File: src/rtl/kmul_arith_pkg.sv
/*
 * Karatsuba multiplier arithmetic definitions
 * Operand, half, middle-term and product widths with their word types
 */
`default_nettype none

package kmul_arith_pkg;

  // ==============================
  // Widths
  // ==============================
  localparam int OPERAND_W = 114;
  localparam int HALF_W    = 57;
  // Half difference needs one extra bit for its sign
  localparam int DIFF_W    = 58;
  localparam int PRODUCT_W = 228;
  localparam int SUBPROD_W = 114;
  // z2 + z0 + signed cross can pass 2^114
  localparam int MID_W     = 115;

  // ==============================
  // Word types
  // ==============================
  typedef logic [OPERAND_W-1:0]      operand_t;
  typedef logic [HALF_W-1:0]         half_t;
  typedef logic [SUBPROD_W-1:0]      subprod_t;
  typedef logic signed [MID_W-1:0]   mid_t;
  typedef logic [PRODUCT_W-1:0]      product_t;

endpackage

`default_nettype wire

File: src/rtl/kmul_timing_pkg.sv
/*
 * Karatsuba multiplier pipeline timing
 * Per-stage latencies in cycles of high clock enable
 */
`default_nettype none

package kmul_timing_pkg;

  // Difference register, then magnitude register
  localparam int DECODE_LAT = 2;
  // Operand regs, product reg, two retiming regs
  localparam int SUBMUL_LAT = 4;
  // Signed cross, middle term, final sum
  localparam int RESULT_LAT = 3;

  // Accepted input to out_valid
  localparam int TOTAL_LAT  = DECODE_LAT + SUBMUL_LAT + RESULT_LAT;

endpackage

`default_nettype wire

File: src/rtl/kmul_split_if.sv
/*
 * Decode to execute link
 * Original halves, cross-difference magnitudes, product sign and valid
 */
`timescale 1ns/1ps
`default_nettype none

interface kmul_split_if;
  import kmul_arith_pkg::*;

  // Halves for the z2 and z0 products
  half_t a_hi;
  half_t a_lo;
  half_t b_hi;
  half_t b_lo;
  // |a_lo - a_hi| and |b_hi - b_lo|
  half_t a_mag;
  half_t b_mag;
  // Set when the cross product must be negated
  logic  neg;
  logic  valid;

  modport producer (
    output a_hi, a_lo, b_hi, b_lo, a_mag, b_mag, neg, valid
  );

  modport consumer (
    input a_hi, a_lo, b_hi, b_lo, a_mag, b_mag, neg, valid
  );

endinterface

`default_nettype wire

File: src/rtl/kmul_delay_line.sv
/*
 * Enable-gated delay line
 * DEPTH register stages of any payload, shifting only while ce is high
 */
`timescale 1ns/1ps
`default_nettype none

module kmul_delay_line #(
  parameter type payload_t = logic,
  parameter int  DEPTH     = 2
) (
  input  logic     clk,
  input  logic     rst,
  input  logic     ce,
  input  payload_t d,
  output payload_t q
);

  payload_t stages [DEPTH];

  generate
    if ($bits(payload_t) == 1) begin : g_ctrl
      // Single-bit control such as valid, cleared on reset
      always_ff @(posedge clk) begin
        if (rst) begin
          for (int i = 0; i < DEPTH; i++) begin
            stages[i] <= '0;
          end
        end else if (ce) begin
          stages[0] <= d;
          for (int i = 1; i < DEPTH; i++) begin
            stages[i] <= stages[i-1];
          end
        end
      end
    end else begin : g_data
      // Wide payload, no reset
      always_ff @(posedge clk) begin
        if (ce) begin
          stages[0] <= d;
          for (int i = 1; i < DEPTH; i++) begin
            stages[i] <= stages[i-1];
          end
        end
      end
    end
  endgenerate

  assign q = stages[DEPTH-1];

endmodule

`default_nettype wire

File: src/rtl/kmul_split_stage.sv
/*
 * Karatsuba decode stage
 * Splits operands into halves, forms |a_lo - a_hi| and |b_hi - b_lo|
 * and the sign of their product
 */
`timescale 1ns/1ps
`default_nettype none

module kmul_split_stage (
  input  logic                   clk,
  input  logic                   rst,
  input  logic                   ce,
  input  kmul_arith_pkg::operand_t a,
  input  kmul_arith_pkg::operand_t b,
  input  logic                   in_valid,
  kmul_split_if.producer         split
);
  import kmul_arith_pkg::*;
  import kmul_timing_pkg::*;

  // Four halves travel together through one delay line
  typedef struct packed {
    half_t a_hi;
    half_t a_lo;
    half_t b_hi;
    half_t b_lo;
  } halves_t;

  halves_t            halves_in;
  halves_t            halves_out;
  logic [DIFF_W-1:0]  a_diff;
  logic [DIFF_W-1:0]  b_diff;

  assign halves_in = '{a_hi: a[OPERAND_W-1:HALF_W], a_lo: a[HALF_W-1:0],
                       b_hi: b[OPERAND_W-1:HALF_W], b_lo: b[HALF_W-1:0]};

  // ==============================
  // Cycle 1, two's complement differences
  // ==============================
  always_ff @(posedge clk) begin
    if (ce) begin
      a_diff <= {1'b0, halves_in.a_lo} - {1'b0, halves_in.a_hi};
      b_diff <= {1'b0, halves_in.b_hi} - {1'b0, halves_in.b_lo};
    end
  end

  // ==============================
  // Cycle 2, magnitudes and sign
  // ==============================
  always_ff @(posedge clk) begin
    if (ce) begin
      // Magnitude always fits in HALF_W bits
      split.a_mag <= a_diff[DIFF_W-1] ? half_t'(-a_diff) : half_t'(a_diff);
      split.b_mag <= b_diff[DIFF_W-1] ? half_t'(-b_diff) : half_t'(b_diff);
      split.neg   <= a_diff[DIFF_W-1] ^ b_diff[DIFF_W-1];
    end
  end

  // Halves wait for the magnitudes
  kmul_delay_line #(.payload_t(halves_t), .DEPTH(DECODE_LAT)) u_halves_dly (
    .clk (clk), .rst (rst), .ce (ce), .d (halves_in), .q (halves_out)
  );

  kmul_delay_line #(.payload_t(logic), .DEPTH(DECODE_LAT)) u_valid_dly (
    .clk (clk), .rst (rst), .ce (ce), .d (in_valid), .q (split.valid)
  );

  assign split.a_hi = halves_out.a_hi;
  assign split.a_lo = halves_out.a_lo;
  assign split.b_hi = halves_out.b_hi;
  assign split.b_lo = halves_out.b_lo;

endmodule

`default_nettype wire

File: src/flat_wrapper.sv
// flat-port wrapper written by rule: the top's interface ports become plain ports
module kmul_split_stage_flat import kmul_arith_pkg::*; import kmul_timing_pkg::*;
  (clk, rst, ce, a, b, in_valid, split_a_hi, split_a_lo, split_b_hi, split_b_lo, split_a_mag, split_b_mag, split_neg, split_valid);
  kmul_split_if split_i ();
  input  logic clk;
  input  logic rst;
  input  logic ce;
  input  kmul_arith_pkg::operand_t a;
  input  kmul_arith_pkg::operand_t b;
  input  logic in_valid;
  output wire logic [$bits(split_i.a_hi)-1:0] split_a_hi;
  output wire logic [$bits(split_i.a_lo)-1:0] split_a_lo;
  output wire logic [$bits(split_i.b_hi)-1:0] split_b_hi;
  output wire logic [$bits(split_i.b_lo)-1:0] split_b_lo;
  output wire logic [$bits(split_i.a_mag)-1:0] split_a_mag;
  output wire logic [$bits(split_i.b_mag)-1:0] split_b_mag;
  output wire logic [$bits(split_i.neg)-1:0] split_neg;
  output wire logic [$bits(split_i.valid)-1:0] split_valid;
  assign split_a_hi = split_i.a_hi;
  assign split_a_lo = split_i.a_lo;
  assign split_b_hi = split_i.b_hi;
  assign split_b_lo = split_i.b_lo;
  assign split_a_mag = split_i.a_mag;
  assign split_b_mag = split_i.b_mag;
  assign split_neg = split_i.neg;
  assign split_valid = split_i.valid;
  kmul_split_stage u_core (.clk(clk), .rst(rst), .ce(ce), .a(a), .b(b), .in_valid(in_valid), .split(split_i));
endmodule
File: config.mk
export PLATFORM = sky130hd
export DESIGN_NAME = kmul_split_stage_flat
export DESIGN_NICKNAME = d
export VERILOG_FILES = /design/src/rtl/kmul_arith_pkg.sv /design/src/rtl/kmul_timing_pkg.sv /design/src/rtl/kmul_split_if.sv /design/src/rtl/kmul_delay_line.sv /design/src/rtl/kmul_split_stage.sv /design/src/flat_wrapper.sv
export SDC_FILE = /design/constraint.sdc
export NUM_CORES = 1
export LEC_CHECK = 0
export ABC_AREA = 1
export BUFFER_PORTS_ARGS = -buffer_cell sky130_fd_sc_hd__buf_2
export CAP_MARGIN = 20
export CORE_MARGIN = 3
export CORE_UTILIZATION = 52
export DETAILED_ROUTE_END_ITERATION = 16
export PLACE_DENSITY = 0.77
export SETUP_SLACK_MARGIN = 0.02
export SLEW_MARGIN = 30
export SYNTH_ARGS = -nofsm -noshare
export SYNTH_HDL_FRONTEND = slang
export SYNTH_HIERARCHICAL = 1
export SYNTH_SLANG_ARGS = --single-unit
File: constraint.sdc
create_clock -name clk -period 1.9 [get_ports clk]
set_input_delay 0.285 -clock clk [delete_from_list [all_inputs] [get_ports clk]]
set_output_delay 0.285 -clock clk [all_outputs]
set_load 0.01 [all_outputs]
* After elaboration in Yosys (flattened, before gate mapping)
Memories as Yosys holds them, arrays and structs flattened.
Index checks and enable logic that the tools add are counted.
** Storage, ports and cells
- Memories :: 2
- Input port bits :: 232
- Memory bits (writable) :: 458
- Logic and storage cells :: 24
- Register bits after elaboration :: 231
- Output and inout bits :: 344
** Cells by class
- Muxes and demuxes :: 10
- Bitwise logic cells :: 3
- $add $sub $neg :: 4
** Memory list
- u_core.u_halves_dly.stages :: words 2, bits a word 228, rd ports 2, clocked after memory_dff 0, write ports 2, RTL line kmul_delay_line.sv:19 : payload_t stages [DEPTH];
- u_core.u_valid_dly.stages :: words 2, bits a word 1, rd ports 2, clocked after memory_dff 0, write ports 2, RTL line kmul_delay_line.sv:19
** Operator list (count)
- subtractor 57 x 57 -> 58 bit :: 2
- two-way mux 57 bit :: 2
- negation 57 bit :: 2
- two-way mux 1 bit :: 8
- OR 1 bit :: 2
- bitwise XOR 1 bit :: 1

* Logic depth before layout (Yosys ltp)
- Word-level depth :: 4
- Gate-level depth with buffers :: 14
- Mapped depth without buffers :: 14

* By module
Netlist, hierarchy kept.
** Modules (own cells, without submodules)
- kmul_split_stage :: times used 1, area each 21653.3 um^2, sequential area each 6936.7 um^2, cells an instance 3446
- kmul_delay_line at u_core.u_halves_dly :: times used 1, area each 15404.8 um^2, sequential area each 13693.1 um^2, cells an instance 684
- kmul_delay_line at u_core.u_valid_dly :: times used 1, area each 88.8 um^2, sequential area each 60.1 um^2, cells an instance 9

* Worst setup path after synthesis
OpenSTA, ideal clock, no wires.
- Kind :: input-to-reg
- Start :: in a[0]
- End :: reg u_core.a_diff[56], data pin
- Buffers on the path :: 0
- Arrival time :: 1658 ps
- Library setup time :: 253 ps
- Path slack :: -10 ps
- Stages :: 14
- Cells stage by stage :: inv_1 ha_1 inv_1 fa_1 nand2_1 nand2_1 nand3_1 nand2_1 nand2_1 nand3_1 nand2_1 nand3_1 nand2_1 nand2_1
** On the way
- Cells in the longest elaborated chain, start to end :: 1
** Ends and longest elaborated chain
- start: declaration :: RTL line flat_wrapper.sv:8 : input kmul_arith_pkg::operand_t a;
- subtractor 57 x 57 -> 58 bit :: RTL line kmul_split_stage.sv:42 : a_diff <= {1'b0, halves_in.a_lo} - {1'b0, halves_in.a_hi};
- end signal: assignment :: RTL line kmul_split_stage.sv:42
- end: declaration :: RTL line kmul_split_stage.sv:31 : logic [DIFF_W-1:0] a_diff;
No other way between the ends.
A chain may end at the register's enable or synchronous reset.

* Worst setup path in the final report
- Start :: reg u_core.a_diff[0]
- End :: reg u_core.split.a_mag[16], data pin
** On the way
- Cells in the longest elaborated chain, start to end :: 2
** Ends and longest elaborated chain
- negation 57 bit :: RTL line kmul_split_stage.sv:53 : split.a_mag <= a_diff[DIFF_W-1] ? half_t'(-a_diff) : half_t'(a_diff);
- two-way mux 57 bit :: RTL line kmul_split_stage.sv:53
- end signal: assignment :: RTL line kmul_split_stage.sv:53
- end: declaration :: RTL line kmul_split_if.sv:24 : output a_hi, a_lo, b_hi, b_lo, a_mag, b_mag, neg, valid
No other way between the ends.

==> metrics.yaml <==
sta:
  fin_ws_ns: -0.1613
  holdWs_ns: 0.008514
  hold_viol: 0
  setup_viol: 25
  fin_crit_sh_pct: 108.5
  rsz0062_at_grt: "true"
  final_max_slew_viol_count: 0
  fin_crit_ns: 2.061
  worst_pin_slew_ns: 0.4745
  clock.fmax_mhz: 485.1
  fin_skew_ns: 0.01867
  slew_headroom_pct: 68.15
critical_path:
  cp-end-kind: "register"
  cpMostUsedCell: "inv_2"
  crit_chain: "inv_2 > ha_4 > inv_2 > nor3_4 > buf_12 > nand2_8 > nor2_8 > nand2_4 > nor2_4 > buf_6 > nor2_2 > xor2_1"
  worst_setup_path_start_kind: "register"
  critical_path_class: "reg -> reg"
  crit_required_ns: 2.23
  worstReg2RegStart: "u_core/a_diff[0]"
  arrival_ns: 2.39
  worstPathMaxFanout: 4
  r2r-end: "u_core/split.a_mag[16]"
  cp_num_buf_inv: 4
  startpoint: "u_core/a_diff[0]"
  crit_cells: 12
  reg2reg_slack_ns: -0.16
  r2r_cells: 12
  crit_family: "simple AND/OR/NAND/NOR gates"
  crit_path_end: "u_core/split.a_mag[16]"
  max_stage_delay_ns: 0.45
  critPathSlowestCell: "edfxtp_1"
logic_synthesis:
  syn_area_per_cell_sq_um: 8.975
  async_flop_share_pct: 0
  synth_area_sq_um: 37150
  synth.distinct_cells: 43
  yosys_most_used_dff: "edfxtp_1"
  syn-num-nets: 4489
  synth_warnings: 6
  synth_cells: 4139
  synth_edf_count: 689
  synth_seq_cells: 689
  ys_seq_area_share_pct: 55.70
global_route:
  grt_max_degree: 75
  grtUsageTotal_pct: 31.60
  grt_pass1_vias: 30680
  antenna_found_initial: 11
  overflow: 0
  grt_pass1_wl_um: 178100
drt:
  first_pass_iters: 6
  drc: 0
  via_per_inst: 5.018
  wl_um: 121300
  vias: 31650
  drt_iter0_markers: 3093
  wire_per_inst_um: 19.23
  ant_nets: 0
clock_tree:
  cts_sinks: 689
  clock_path_buffers: 3
  cts_tree: "built"
  path_clk_slew_ns: 0.06
  htreeDepth: 3
  clock-root-buffer: "clkbuf_16"
  clk_latency_ns: 0.61
  cts_made_buffers: 73
power_and_ir_drop:
  power_density_nw_per_um2: 878.1
  power.leakage_nw: 23.77
  peakVddDrop_mv: 0.8811
job:
  maxCapViolations: 0
finish:
  seqCellArea_sq_um: 20690
  multi_input_comb_area_sq_um: 12640
  drive_gt1_share_pct: 26.99
  stdcell_count: 6307
  area_growth_syn_to_layout_pct: 32.90
  final_nets: 5658
  nFillCells: 5263
outcome:
  violations: "setup timing"
  status: "finished, violations left"
placement:
  preCtsSetupSlack_ns: -0.5184
  dp_cells: 5915
  gp_congestion: 0.9915
  io_buffers: 575
  dpl.hpwl_um: 92400
floorplanning:
  die_x_um: 273.3
  io_pins: 576
  core_area_sq_um: 70390
  start_util_pct: 52.77
  row_count: 97
  dieArea_sq_um: 74680
  die_h_um: 273.3
min_path:
  hold_class: "in -> reg"
-- routing by layer --
layer	GRT usage, %	vias up	routed length [um]
li1	-	15210	-
met4	10.01	8	3816
met3	5.154	225	10030
met2	54.35	1437	59000
met5	0	-	54
met1	40.99	14770	48380
-- kinds of logic after synthesis --
logic type,after synthesis,synth area share (%)
buffers and inverters,1033,12.75
xor gates and xnor gates,145,3.419
and+or+nand+nor,2019,22.19
DFF,689,55.70
AOI/OAI and AO/OA,135,1.933
adders and majority gates,118,4.015
-- registers in the layout (all words and copies together), names as in the netlist --
name / count
u_core/u_valid_dly/stages: 2
u_core/a_diff: 58
u_core/split.b_mag: 57
u_core/u_halves_dly/stages: 456
u_core/b_diff: 58
u_core/split.a_mag: 57
u_core/split.neg: 1
-- Yosys cell counts, types with 4 or more instances --
cell	n	share of area, %
o21ai_0	26	0.35
buf_4	228	4.6
o21a_1	4	0.081
o21bai_1	4	0.081
or2_2	4	0.067
nand2_2	5	0.084
nor3_1	36	0.49
inv_2	11	0.11
a21o_1	4	0.081
ha_1	116	3.9
o21ai_1	24	0.32
and2_1	14	0.24
or2_1	5	0.084
nor2_1	386	3.9
edfxtp_1	689	56
xor2_1	123	2.9
nand4_1	57	0.96
xnor2_1	22	0.52
clkbuf_1	10	0.10
nand3b_1	7	0.14
nor2_2	4	0.067
inv_1	779	7.9
nand2_1	1289	13
nand3_1	194	2.6
a21oi_1	67	0.90
-- layout make-up --
class	count	share of cell area, %
Sequential cell	689	41.91
Clock buffer	85	3.878
Inverter	791	6.024
Tap cell	940	2.382
Clock inverter	46	0.9403
Antenna cell	3	0.01521
Timing Repair Buffer	1336	19.24
Multi-Input combinational cell	2417	25.61
-- cells in the final DEF, fill, tap and decap left out, types with 14 or more instances in the layout --
cell,synthesis,layout
o21ai_0,26,19
nand2_2,5,30
xnor2_1,22,21
nand3_1,194,174
clkbuf_16,0,75
and2_1,14,14
nor2_4,3,30
buf_12,0,19
xor2_1,123,115
inv_1,779,764
buf_4,228,506
nor3_2,2,14
nor3_1,36,23
nor2_1,386,309
ha_1,116,109
inv_2,11,25
nand3_2,1,17
buf_6,0,18
nand4_1,57,57
dlygate4sd3_1,0,220
a21oi_1,67,64
nand2_1,1289,1255
clkinv_1,1,16
nor2_2,4,54
buf_2,1,567
edfxtp_1,689,689
o21ai_1,24,18
-- worst reg2reg max path: stages (launching register included) --
cell      delay [ns]
edfxtp_1        0.45
inv_2           0.11
ha_4            0.13
inv_2           0.05
nor3_4          0.15
buf_12          0.16
nand2_8         0.07
nor2_8          0.13
nand2_4         0.08
nor2_4          0.17
buf_6           0.12
nor2_2          0.03
xor2_1          0.16
-- timing repair --
item / 4_1_cts / 5_1_grt
hold buffers: 225 / 0
pin swaps: 14 / 55
endpoints found under the setup margin: 55 / 96
buffers inserted: 9 / 30
gates resized for setup: 72 / 205
hold endpoints to repair: 225 / 0
-- power breakdown --
group | internal (W) | leakage [nW] | switching [W]
logic | 0.00382 | 15.9 | 0.00556
registers | 0.0187 | 6.75 | 0.000831
clock network | 0.00835 | 1.16 | 0.00605
total | 0.0309 | 23.8 | 0.0124
-- per-stage QoR --
stage               setup TNS [ns]  cell area (sq um)  util, %  power [W]
CTS                         -1.292              48400    68.76    0.04287
global route                -4.933              49360    70.12    0.04502
detailed placement          -36.00              43450    61.73    0.02812
global placement            -34.34              43450    61.73    0.02797
finish                      -1.604              49370    70.13    0.04335
floorplan                        0              37150        -    0.02387
-- how the worst min path moves through the flow --
stage | startpoint | to | slack (ns) | cells after the start
floorplan | b[0] | u_core/u_halves_dly/stages[0][0] | 0.38 | 0
global placement | u_core/u_halves_dly/stages[0][148] | u_core/u_halves_dly/stages[0][376] | 0.40 | 0
detailed placement | u_core/u_halves_dly/stages[0][20] | u_core/u_halves_dly/stages[0][248] | 0.40 | 0
CTS | a[14] | u_core/u_halves_dly/stages[0][128] | 0.005 | 2
global route | a[98] | u_core/u_halves_dly/stages[0][212] | 0.02 | 2
finish | a[111] | u_core/u_halves_dly/stages[0][225] | 0.009 | 1
Note: power is estimated with default switching activity, not from simulation.
