## src/rtl/kmul_arith_pkg.sv

```systemverilog
/*
 * Karatsuba multiplier arithmetic definitions
 * Operand, half, middle-term and product widths with their word types
 */
`default_nettype none

package kmul_arith_pkg;

  // ==============================
  // Widths
  // ==============================
  localparam int OPERAND_W = 114;
  localparam int HALF_W    = 57;
  // Half difference needs one extra bit for its sign
  localparam int DIFF_W    = 58;
  localparam int PRODUCT_W = 228;
  localparam int SUBPROD_W = 114;
  // z2 + z0 + signed cross can pass 2^114
  localparam int MID_W     = 115;

  // ==============================
  // Word types
  // ==============================
  typedef logic [OPERAND_W-1:0]      operand_t;
  typedef logic [HALF_W-1:0]         half_t;
  typedef logic [SUBPROD_W-1:0]      subprod_t;
  typedef logic signed [MID_W-1:0]   mid_t;
  typedef logic [PRODUCT_W-1:0]      product_t;

endpackage

`default_nettype wire

```

## src/rtl/kmul_timing_pkg.sv

```systemverilog
/*
 * Karatsuba multiplier pipeline timing
 * Per-stage latencies in cycles of high clock enable
 */
`default_nettype none

package kmul_timing_pkg;

  // Difference register, then magnitude register
  localparam int DECODE_LAT = 2;
  // Operand regs, product reg, two retiming regs
  localparam int SUBMUL_LAT = 4;
  // Signed cross, middle term, final sum
  localparam int RESULT_LAT = 3;

  // Accepted input to out_valid
  localparam int TOTAL_LAT  = DECODE_LAT + SUBMUL_LAT + RESULT_LAT;

endpackage

`default_nettype wire

```

## src/rtl/kmul_recombine.sv

```systemverilog
/*
 * Karatsuba result stage
 * Signs the cross product, builds the middle term, sums the shifted terms
 */
`timescale 1ns/1ps
`default_nettype none

module kmul_recombine (
  input  logic                     clk,
  input  logic                     rst,
  input  logic                     ce,
  input  kmul_arith_pkg::subprod_t z2,
  input  kmul_arith_pkg::subprod_t z0,
  input  kmul_arith_pkg::subprod_t p1,
  input  logic                     neg,
  input  logic                     in_valid,
  output kmul_arith_pkg::product_t p,
  output logic                     out_valid
);
  import kmul_arith_pkg::*;
  import kmul_timing_pkg::*;

  mid_t                  cross_s;
  mid_t                  mid_q;
  subprod_t              z2_q;
  subprod_t              z0_q;
  subprod_t              z2_qq;
  subprod_t              z0_qq;
  product_t              p_q;
  logic [RESULT_LAT-1:0] vld_sr;

  // ==============================
  // Datapath
  // ==============================
  always_ff @(posedge clk) begin
    if (ce) begin
      // Cycle 1, signed cross term
      cross_s <= neg ? -mid_t'(p1) : mid_t'(p1);
      z2_q    <= z2;
      z0_q    <= z0;
      // Cycle 2, middle term is a_lo*b_hi + a_hi*b_lo, never negative
      mid_q   <= cross_s + mid_t'(z2_q) + mid_t'(z0_q);
      z2_qq   <= z2_q;
      z0_qq   <= z0_q;
      // Cycle 3, bit 114 of mid is magnitude, so zero-extend
      p_q     <= {z2_qq, z0_qq} + (product_t'($unsigned(mid_q)) << HALF_W);
    end
  end

  // Valid follows the datapath
  always_ff @(posedge clk) begin
    if (rst) begin
      vld_sr <= '0;
    end else if (ce) begin
      vld_sr <= {vld_sr[RESULT_LAT-2:0], in_valid};
    end
  end

  assign p         = p_q;
  assign out_valid = vld_sr[RESULT_LAT-1];

endmodule

`default_nettype wire

```

## config.mk

```make
export PLATFORM = sky130hd
export DESIGN_NAME = kmul_recombine
export DESIGN_NICKNAME = d
export VERILOG_FILES = /design/src/rtl/kmul_arith_pkg.sv /design/src/rtl/kmul_timing_pkg.sv /design/src/rtl/kmul_recombine.sv
export SDC_FILE = /design/constraint.sdc
export NUM_CORES = 1
export LEC_CHECK = 0
export BUFFER_PORTS_ARGS = -buffer_cell sky130_fd_sc_hd__buf_2
export CAP_MARGIN = 0
export CORE_MARGIN = 2
export CORE_UTILIZATION = 27
export DETAILED_ROUTE_END_ITERATION = 12
export PLACE_DENSITY_LB_ADDON = 0.25
export SYNTH_ARGS = -nofsm -noshare
export SYNTH_HDL_FRONTEND = slang
export SYNTH_SLANG_ARGS = --single-unit
```

## constraint.sdc

```tcl
create_clock -name clk -period 5.71 [get_ports clk]
set_input_delay 0.2855 -clock clk [delete_from_list [all_inputs] [get_ports clk]]
set_output_delay 0.2855 -clock clk [all_outputs]
set_load 0.01 [all_outputs]
```

---- After elaboration in Yosys (flattened, before gate mapping) ----
Index checks and enable logic that the tools add are counted.
cells by class
  add/sub/neg operators ................... 4
  muxes and demuxes ....................... 1
operator list
  cell                                          number
  115-bit adder                                 2
  228-bit by 172-bit adder with 228-bit output  1
  114-bit negation with 115-bit output          1
  114-bit 2-to-1 mux                            1
word-level totals
  register bits ........................... 917
  output and inout port bits .............. 229
  input bits .............................. 347
  word-level logic and storage cells ...... 14

---- Longest topological paths before layout ----
Gate-level depths: netlist of the first run.
  word-level depth ........................ 2
  depth in mapped cells ................... 16
  depth with buffers taken out ............ 16

---- Least setup slack after synthesis of the first run ----
Ideal clock, no wire load.
  path type ............................... in2reg
  start ................................... in p1[16]
  end ..................................... reg cross_s[113] (data pin)
  data required time ...................... 5.452 ns
  setup time .............................. 0.258 ns
  setup slack ............................. 1.622 ns
  cell stages on the path ................. 13
  arrival ................................. 3.830 ns
  path buffers ............................ 3
  cells stage by stage .................... or4_4 -> or4_4 -> or4_4 -> or4_1 -> buf_2 -> or2_1 -> buf_6 -> or2_1 -> buf_6 -> nand2b_4 -> or4_4 -> o21ai_2 -> xnor2_1
between the ends
  word-level cells in the longest chain between the ends .. 2
ends and longest elaborated chain
  what                                  RTL line              RTL
  from (decl)                           kmul_recombine.sv:14  input kmul_arith_pkg::subprod_t p1,
  114-bit negation with 115-bit output  kmul_recombine.sv:38  cross_s <= neg ? -mid_t'(p1) : mid_t'(p1);
  114-bit 2-to-1 mux                    kmul_recombine.sv:38
  to (signal assigned)                  kmul_recombine.sv:38
  to (decl)                             kmul_recombine.sv:23  mid_t cross_s;
Every way passes these cells.
A chain may end at the register's enable or synchronous reset.

---- Final worst setup path of the first run ----
  start ................................... reg z0_qq[57]
  end ..................................... reg p_q[151], in the netlist p[151] (data pin)
between the ends
  word-level cells in the longest chain between the ends .. 1
ends and longest elaborated chain
  what                                          RTL line              RTL
  from (decl)                                   kmul_recombine.sv:28  subprod_t z0_qq;
  from (signal assigned)                        kmul_recombine.sv:44  z0_qq <= z0_q;
  228-bit by 172-bit adder with 228-bit output  kmul_recombine.sv:46  p_q <= {z2_qq, z0_qq} + (product_t'($unsigned(mid_q)) << HALF_W);
  to (signal assigned)                          kmul_recombine.sv:46
  to (decl)                                     kmul_recombine.sv:29  product_t p_q;
Every way passes these cells.

==> results of run 1 <==
==> how the worst max path moves through the flow <==
stage	start	to	slack, ps	cells after the start
6_report	z0_qq[57]	p[151]	480	15
5_1_grt	cross_s[7]	mid_q[86]	350	13
4_1_cts	cross_s[7]	mid_q[86]	290	13
3_5_place_dp	cross_s[7]	mid_q[86]	350	13
3_3_place_gp	z2_q[7]	mid_q[86]	360	13
2_1_floorplan	p1[16]	cross_s[113]	1620	13
==> cells in the mapped netlist, types with 32 or more instances <==
cell type and instances:
or3_1 39, nand3_1 86, nand4_1 138, nor3_1 73, xnor2_1 301, ha_1 229, nor2_1 239, inv_1 92
o31ai_1 55, clkbuf_1 129, o21ai_0 233, o21bai_1 79, nand2_1 329, a21oi_1 349, xor2_1 87, a31oi_1 32
a21o_1 106, fa_1 116, nand2b_1 33, edfxtp_1 914
==> what timing repair did <==
item | in CTS | in global routing
setup endpoints to repair | 0 | 1
gates resized for setup | 0 | 1
endpoints found under the hold margin | 346 | 0
hold buffers | 379 | 0
==> registers in the layout, indices dropped and copies added (netlist names) <==
| signal | flops |
|---|---|
| p | 228 |
| vld_sr | 3 |
| z0_q | 114 |
| mid_q | 115 |
| z0_qq | 114 |
| z2_q | 114 |
| z2_qq | 114 |
| cross_s | 115 |
==> through the flow <==
step                      utilization, %  instance area [µm²]
after floorplan                        -                48900
after global placement              30.4                54800
after detailed placement            30.4                54800
after CTS                           34.5                62300
after global routing                34.6                62300
final                               34.6                62300
==> cell type report <==
cell class | count | area share [%]
flip-flops and latches | 917 | 44.1
multi-input cells | 2884 | 33.0
repair buffers | 1016 | 11.6
well taps | 2370 | 4.76
clock buffers | 130 | 4.55
clock inverters | 72 | 1.34
inverters | 92 | 0.554
diodes | 17 | 0.0683
==> critical path, cell delays in order, from the launching register on <==
cell and delay [ps]:
edfxtp_1 340, ha_1 200, inv_1 70, fa_1 400
nand2b_1 190, a21oi_1 250, o2111ai_1 330, a2111oi_0 560
buf_4 210, o21ai_0 210, o31ai_1 670, buf_4 260
a31oi_1 200, o21ai_0 570, a41oi_1 270, xnor2_1 210
==> cell families after synthesis <==
group | count (synthesis)
compound gates | 1050
xor+xnor | 388
fa+ha+maj | 345
buf+inv | 226
flops | 917
mux | 6
simple gates | 1095
==> routing by layer <==
| layer | vias to the layer above | share of wire, % | track usage (%) |
|---|---|---|---|
| met5 | - | 0.017 | 0 |
| met4 | 6 | 5.1 | 10.3 |
| met3 | 335 | 5.5 | 3.48 |
| met2 | 1306 | 48 | 35.6 |
| met1 | 18800 | 42 | 27.0 |
| li1 | 17300 | - | - |
==> power by group <==
part | switching, µW | internal (µW)
clock network | 3030 | 4200
logic | 8130 | 4090
registers | 1080 | 9260
==> run metrics, run 1 <==
DP Wirelength 166 mm; initial antenna violation count 30; Die Height around 430 µm; Arr. time, crit path 5720 ps; I/O Pins about 580; most common cell after layout, fill and taps aside edfxtp_1; Root Driver clkbuf_16; minimum clock period about 5200 ps; Clock Latency Late Sink between 700 and 800 ps; H-tree depth 3; vias post-DR ~38000; chip width 430 µm; Post-Synth XOR/XNOR Area slightly below 7%; R2R setup slack ~480 ps; Leak 0.0230 µW; non-filler cells, final between 7000 and 8000; fraction of registers with async set/reset 0%; GRT overflow 0; data required time of the critical path around 6200 ps; Sum Neg Setup Slack 0 ps; Register Area about 28000 µm²; leading area contributor after synthesis edfxtp_1; reg2reg end p[151]; commonest cells after routing, fill and taps aside 914 x edfxtp_1, 573 x buf_2, 379 x dlygate4sd3_1, 349 x a21oi_1, 329 x nand2_1; Max Cap Viol 0; clock slew at reported path FFs about 60 ps; RSZ-0062 raised after global routing no; Avg Inst Size Synth between 10 and 15 µm²; max_slew headroom approximately 19%; GRT Overall Usage about a fifth; share of the synthesized area in compound gates (AO/OA/AOI/OAI) between 10% and 20%; Setup Skew about 73 ps; post-synthesis cell type count 73; Starting Density a little over a quarter; WL final 203 mm; Nets about 5700; Post-Syn Nets 4719; most common flop cell mapped by yosys edfxtp_1; worst hold margin 34.6 ps; Setup violations, final 0; max-slew violation count 0; CTS tree built; Hold Startpoint ce; Worst VDD drop approximately 280 µV; number of routed nets with antenna violations 0; mapped cell area between 40000 and 50000 µm²; #FFs+latches synth 917; Rows 156; vias in the first global route 37700; Initial DRT Pass Iterations 5; die area 185000 µm²; Placer Congestion between 0.9 and 1; Startpoint Class flip-flop; Fmax 191 MHz; WL/cell 27.1 µm; post-CTS setup buffer count 0; P&R area growth vs syn 27.4%; outcome finished, final reports clean; worst slew pin tran roughly 1200 ps; share of the synthesized area in the top cell type between 50% and 60%; vias per std cell 5.04; I/O Buffers 575; final hold vios 0; Residual DRC 0; Worst Path Max Fanout 5; Gate Count Post-Synth 4027; largest family of logic cells by synthesized area compound AO/OA/AOI/OAI gates; Inserted Clock Buffers roughly 110; EDFF count, synth between 900 and 1000; Post-Synth Adder-Cell Area between 10% and 20%; Seq/Total Area, Yosys 56.2%; hold path depth 1; first-pass GRT wire length approximately 280 mm; Setup crit end kind flip-flop; Setup WS pre-CTS around 350 ps; setup ws final around 480 ps; share of cells above drive strength 1 16.5%; TritonCTS Sinks 917; Setup CP Type flip-flop to flip-flop; simple logic cell fraction of the synthesized area 11.0%; fillers about 18000; clk buf depth 3; multiplexer share of the synthesized area 0.125%; worst hold path type primary input to flip-flop; ranking of synthesized cells by area edfxtp_1 56%, ha_1 5.9%, xnor2_1 5.4%, fa_1 4.7%, a21oi_1 3.6%; placed insts 6900; DR iter-0 viols 3038; largest net degree at the start of global routing roughly 170; Ys Warns 0; period utilization roughly 92%; Power, Total between 20000 and 30000 µW; worst r2r path cells 15; area occupied by multi-input gates ~21000 µm²; pwr dens about 480 nW/µm²; core area 180000 µm²; r2r startpoint z0_qq[57]; Hold EP p[227]
Power figures use the tool's default switching activity.
==> run 2: changes to the inputs <==
--- a/config.mk
+++ b/config.mk
@@ -5,11 +5,11 @@
 export SDC_FILE = /design/constraint.sdc
 export NUM_CORES = 1
 export LEC_CHECK = 0
-export BUFFER_PORTS_ARGS = -buffer_cell sky130_fd_sc_hd__buf_2
 export CAP_MARGIN = 0
 export CORE_MARGIN = 2
-export CORE_UTILIZATION = 27
+export CORE_UTILIZATION = 30
 export DETAILED_ROUTE_END_ITERATION = 12
+export DONT_BUFFER_PORTS = 1
 export PLACE_DENSITY_LB_ADDON = 0.25
 export SYNTH_ARGS = -nofsm -noshare
 export SYNTH_HDL_FRONTEND = slang
==> run 2 against run 1 <==
Compared with the run above:
- sequential share of layout area increased by 1.9 points
- global-route usage increased by 1.6 points
- first-iteration DRC count increased by 23%
- maximum frequency decreased by 0.92%
==> run metrics, run 2 (synthesized netlist as in run 1, its figures left out) <==
outcome finished, final reports clean; period utilization 92.4% (+0.85 points); pwr dens 496 nW/µm² (+3.7%); Clk pwr share 24.8% (+0.5 points); vias in the first global route 35900 (-4.6%); area occupied by multi-input gates 20600 µm² (about the same); DP Wirelength 155 mm (-6.7%); Setup CP Type flip-flop to flip-flop; initial antenna violation count 25 (-17%); data required time of the critical path 6140 ps (-70 ps); number of routed nets with antenna violations 0 (unchanged); max-slew violation count 0 (unchanged); Setup violations, final 0 (unchanged); first-pass GRT wire length 272 mm (-2.6%); worst slew pin tran 1150 ps (-57.8 ps); Power, Total 29600 µW (-0.58%); RSZ-0062 raised after global routing no; non-filler cells, final 6767 (-9.7%); Max Cap Viol 0 (unchanged); setup ws final 436 ps (-48.4 ps); most common cell after layout, fill and taps aside edfxtp_1; TritonCTS Sinks 917 (unchanged); clock slew at reported path FFs 60 ps (about the same); core area 162000 µm² (-10%); Worst Path Max Fanout 6 (+1); Initial DRT Pass Iterations 5 (unchanged); post-CTS setup buffer count 0 (unchanged); minimum clock period 5270 ps (+48.4 ps); DR iter-0 viols 3750 (+23%); sequential power share 36.2% (+1.5 points); Sum Neg Setup Slack 0 ps (unchanged); GRT Overall Usage 23.0% (+1.6 points); met3 wire len 13.4 mm (+21%); Starting Density 30.1% (+3.0 points); Worst VDD drop 266 µV (-3.9%); commonest cells after routing, fill and taps aside 914 x edfxtp_1, 439 x dlygate4sd3_1, 349 x a21oi_1, 329 x nand2_1, 301 x xnor2_1; Setup WS pre-CTS 188 ps (-157 ps); Die Height 408 µm (-5.1%); Nets 5179 (-9.3%); internal power 17300 µW (-1.3%); Root Driver clkbuf_16; Switching Share 41.5% (+0.45 points); CTS tree built; max_slew headroom 23.6% (+4.4 points); Setup Skew 50.1 ps (-22.6 ps); Rows 148 (-5.1%); WL met2 88.4 mm (-9.1%); worst hold path type primary input to flip-flop; largest net degree at the start of global routing 918 (+430%); Placer Congestion 0.984 (+3.0%); die area 166000 µm² (-9.9%); I/O Pins 576 (unchanged); Inserted Clock Buffers 107 (-0.93%); vias post-DR 36400 (-3.6%); Startpoint Class flip-flop; Arr. time, crit path 5700 ps (-20 ps); clk buf depth 3 (unchanged); P&R area growth vs syn 22.1%; Largest register FFs 228 (unchanged); Post-Place Cell Area 51500 µm² (-6.1%); Leak 0.0209 µW (-8.9%); post-route design area 59700 µm² (-4.1%); WL final 196 mm (-3.4%); Sw Pwr 12300 µW (+0.50%); fillers 15900 (-13%); Setup crit end kind flip-flop; top sig layer met5; GRT overflow 0 (unchanged); placed insts 6108 (-11%); vias per std cell 5.38 (+6.8%); I/O Buffers 0 (-100%); chip width 408 µm (-5.1%); WL/cell 29.0 µm (+7.0%); final hold vios 0 (unchanged); H-tree depth 3 (unchanged); Residual DRC 0 (unchanged); Clock Latency Late Sink 790 ps (about the same); Combinational Power Share 39.0% (-2.0 points); DRT met1 WL 86.9 mm (+2.6%); Register Area 27500 µm² (unchanged); Fmax 190 MHz (-0.92%); share of cells above drive strength 1 5.68% (-11 points)
run 2: cell count changes in the layout (fill, tap and decap cells not counted), moves of 3 or more:
cell / delta
buf_2: -573
clkbuf_1: -5
clkbuf_16: -3
buf_16: +6
buf_12: -6
clkinv_1: -3
dlygate4sd3_1: +60
buf_4: -17
bufinv_16: +4
inv_6: -3
clkinv_2: +7
run 2: worst paths after layout:
path	cells after the start	endpoint	from	slack (ps)
hold / removal	3	cross_s[50]	p1[46]	50
setup reg to reg	14	mid_q[74]	z2_q[8]	440
setup / recovery	14	mid_q[74]	z2_q[8]	440
hold reg to reg	0	p[16]	z0_qq[16]	420
run 2: timing repair:
item                                   CTS  global route
endpoints found under the hold margin  908             0
resized for setup                        0             2
hold buffers                           440             0
setup endpoints to repair                0             2
run 2: power by group through the flow:
| stage | logic (µW) | registers, µW | clock network, µW |
|---|---|---|---|
| finish | 11600 | 10700 | 7340 |
| global route | 12300 | 10800 | 7750 |
| CTS | 11200 | 10700 | 7510 |
| detailed placement | 10800 | 10900 | 0 |
| global placement | 10900 | 10900 | 0 |
| floorplan | 6540 | 9980 | 0 |
run 2: cell type report:
| cell class | count | share of cell area, % |
|---|---|---|
| Inverter | 92 | 0.578 |
| Tap cell | 2175 | 4.56 |
| Multi-Input combinational cell | 2884 | 34.5 |
| Sequential cell | 917 | 46.0 |
| Antenna cell | 16 | 0.0670 |
| Clock inverter | 76 | 1.57 |
| Timing Repair Buffer | 485 | 8.13 |
| Clock buffer | 122 | 4.59 |
run 2: per-layer routing:
metal	track usage (%)	vias to the layer above
met4	8.38	4
met5	0	-
li1	-	16200
met2	35.9	1553
met3	4.48	309
met1	31.6	18300
run 2: per-stage QoR:
stage          util (%)  hold WS (ps)
2_1_floorplan         -           358
3_3_place_gp       31.7           360
3_5_place_dp       31.7           362
4_1_cts            36.7          -336
5_1_grt            36.8          40.0
6_report           36.8          50.1
run 2: critical path, cell delays in order, from the launching register on:
cell and delay, ps:
edfxtp_1 470, fa_1 490, ha_1 400, o21ai_0 110, a211oi_1 260, o21a_1 140, a211oi_1 100, buf_4 210
o41ai_2 560, a31oi_1 150, buf_4 200, o31a_1 460, o21ai_0 510, a21oi_1 170, xnor2_1 690
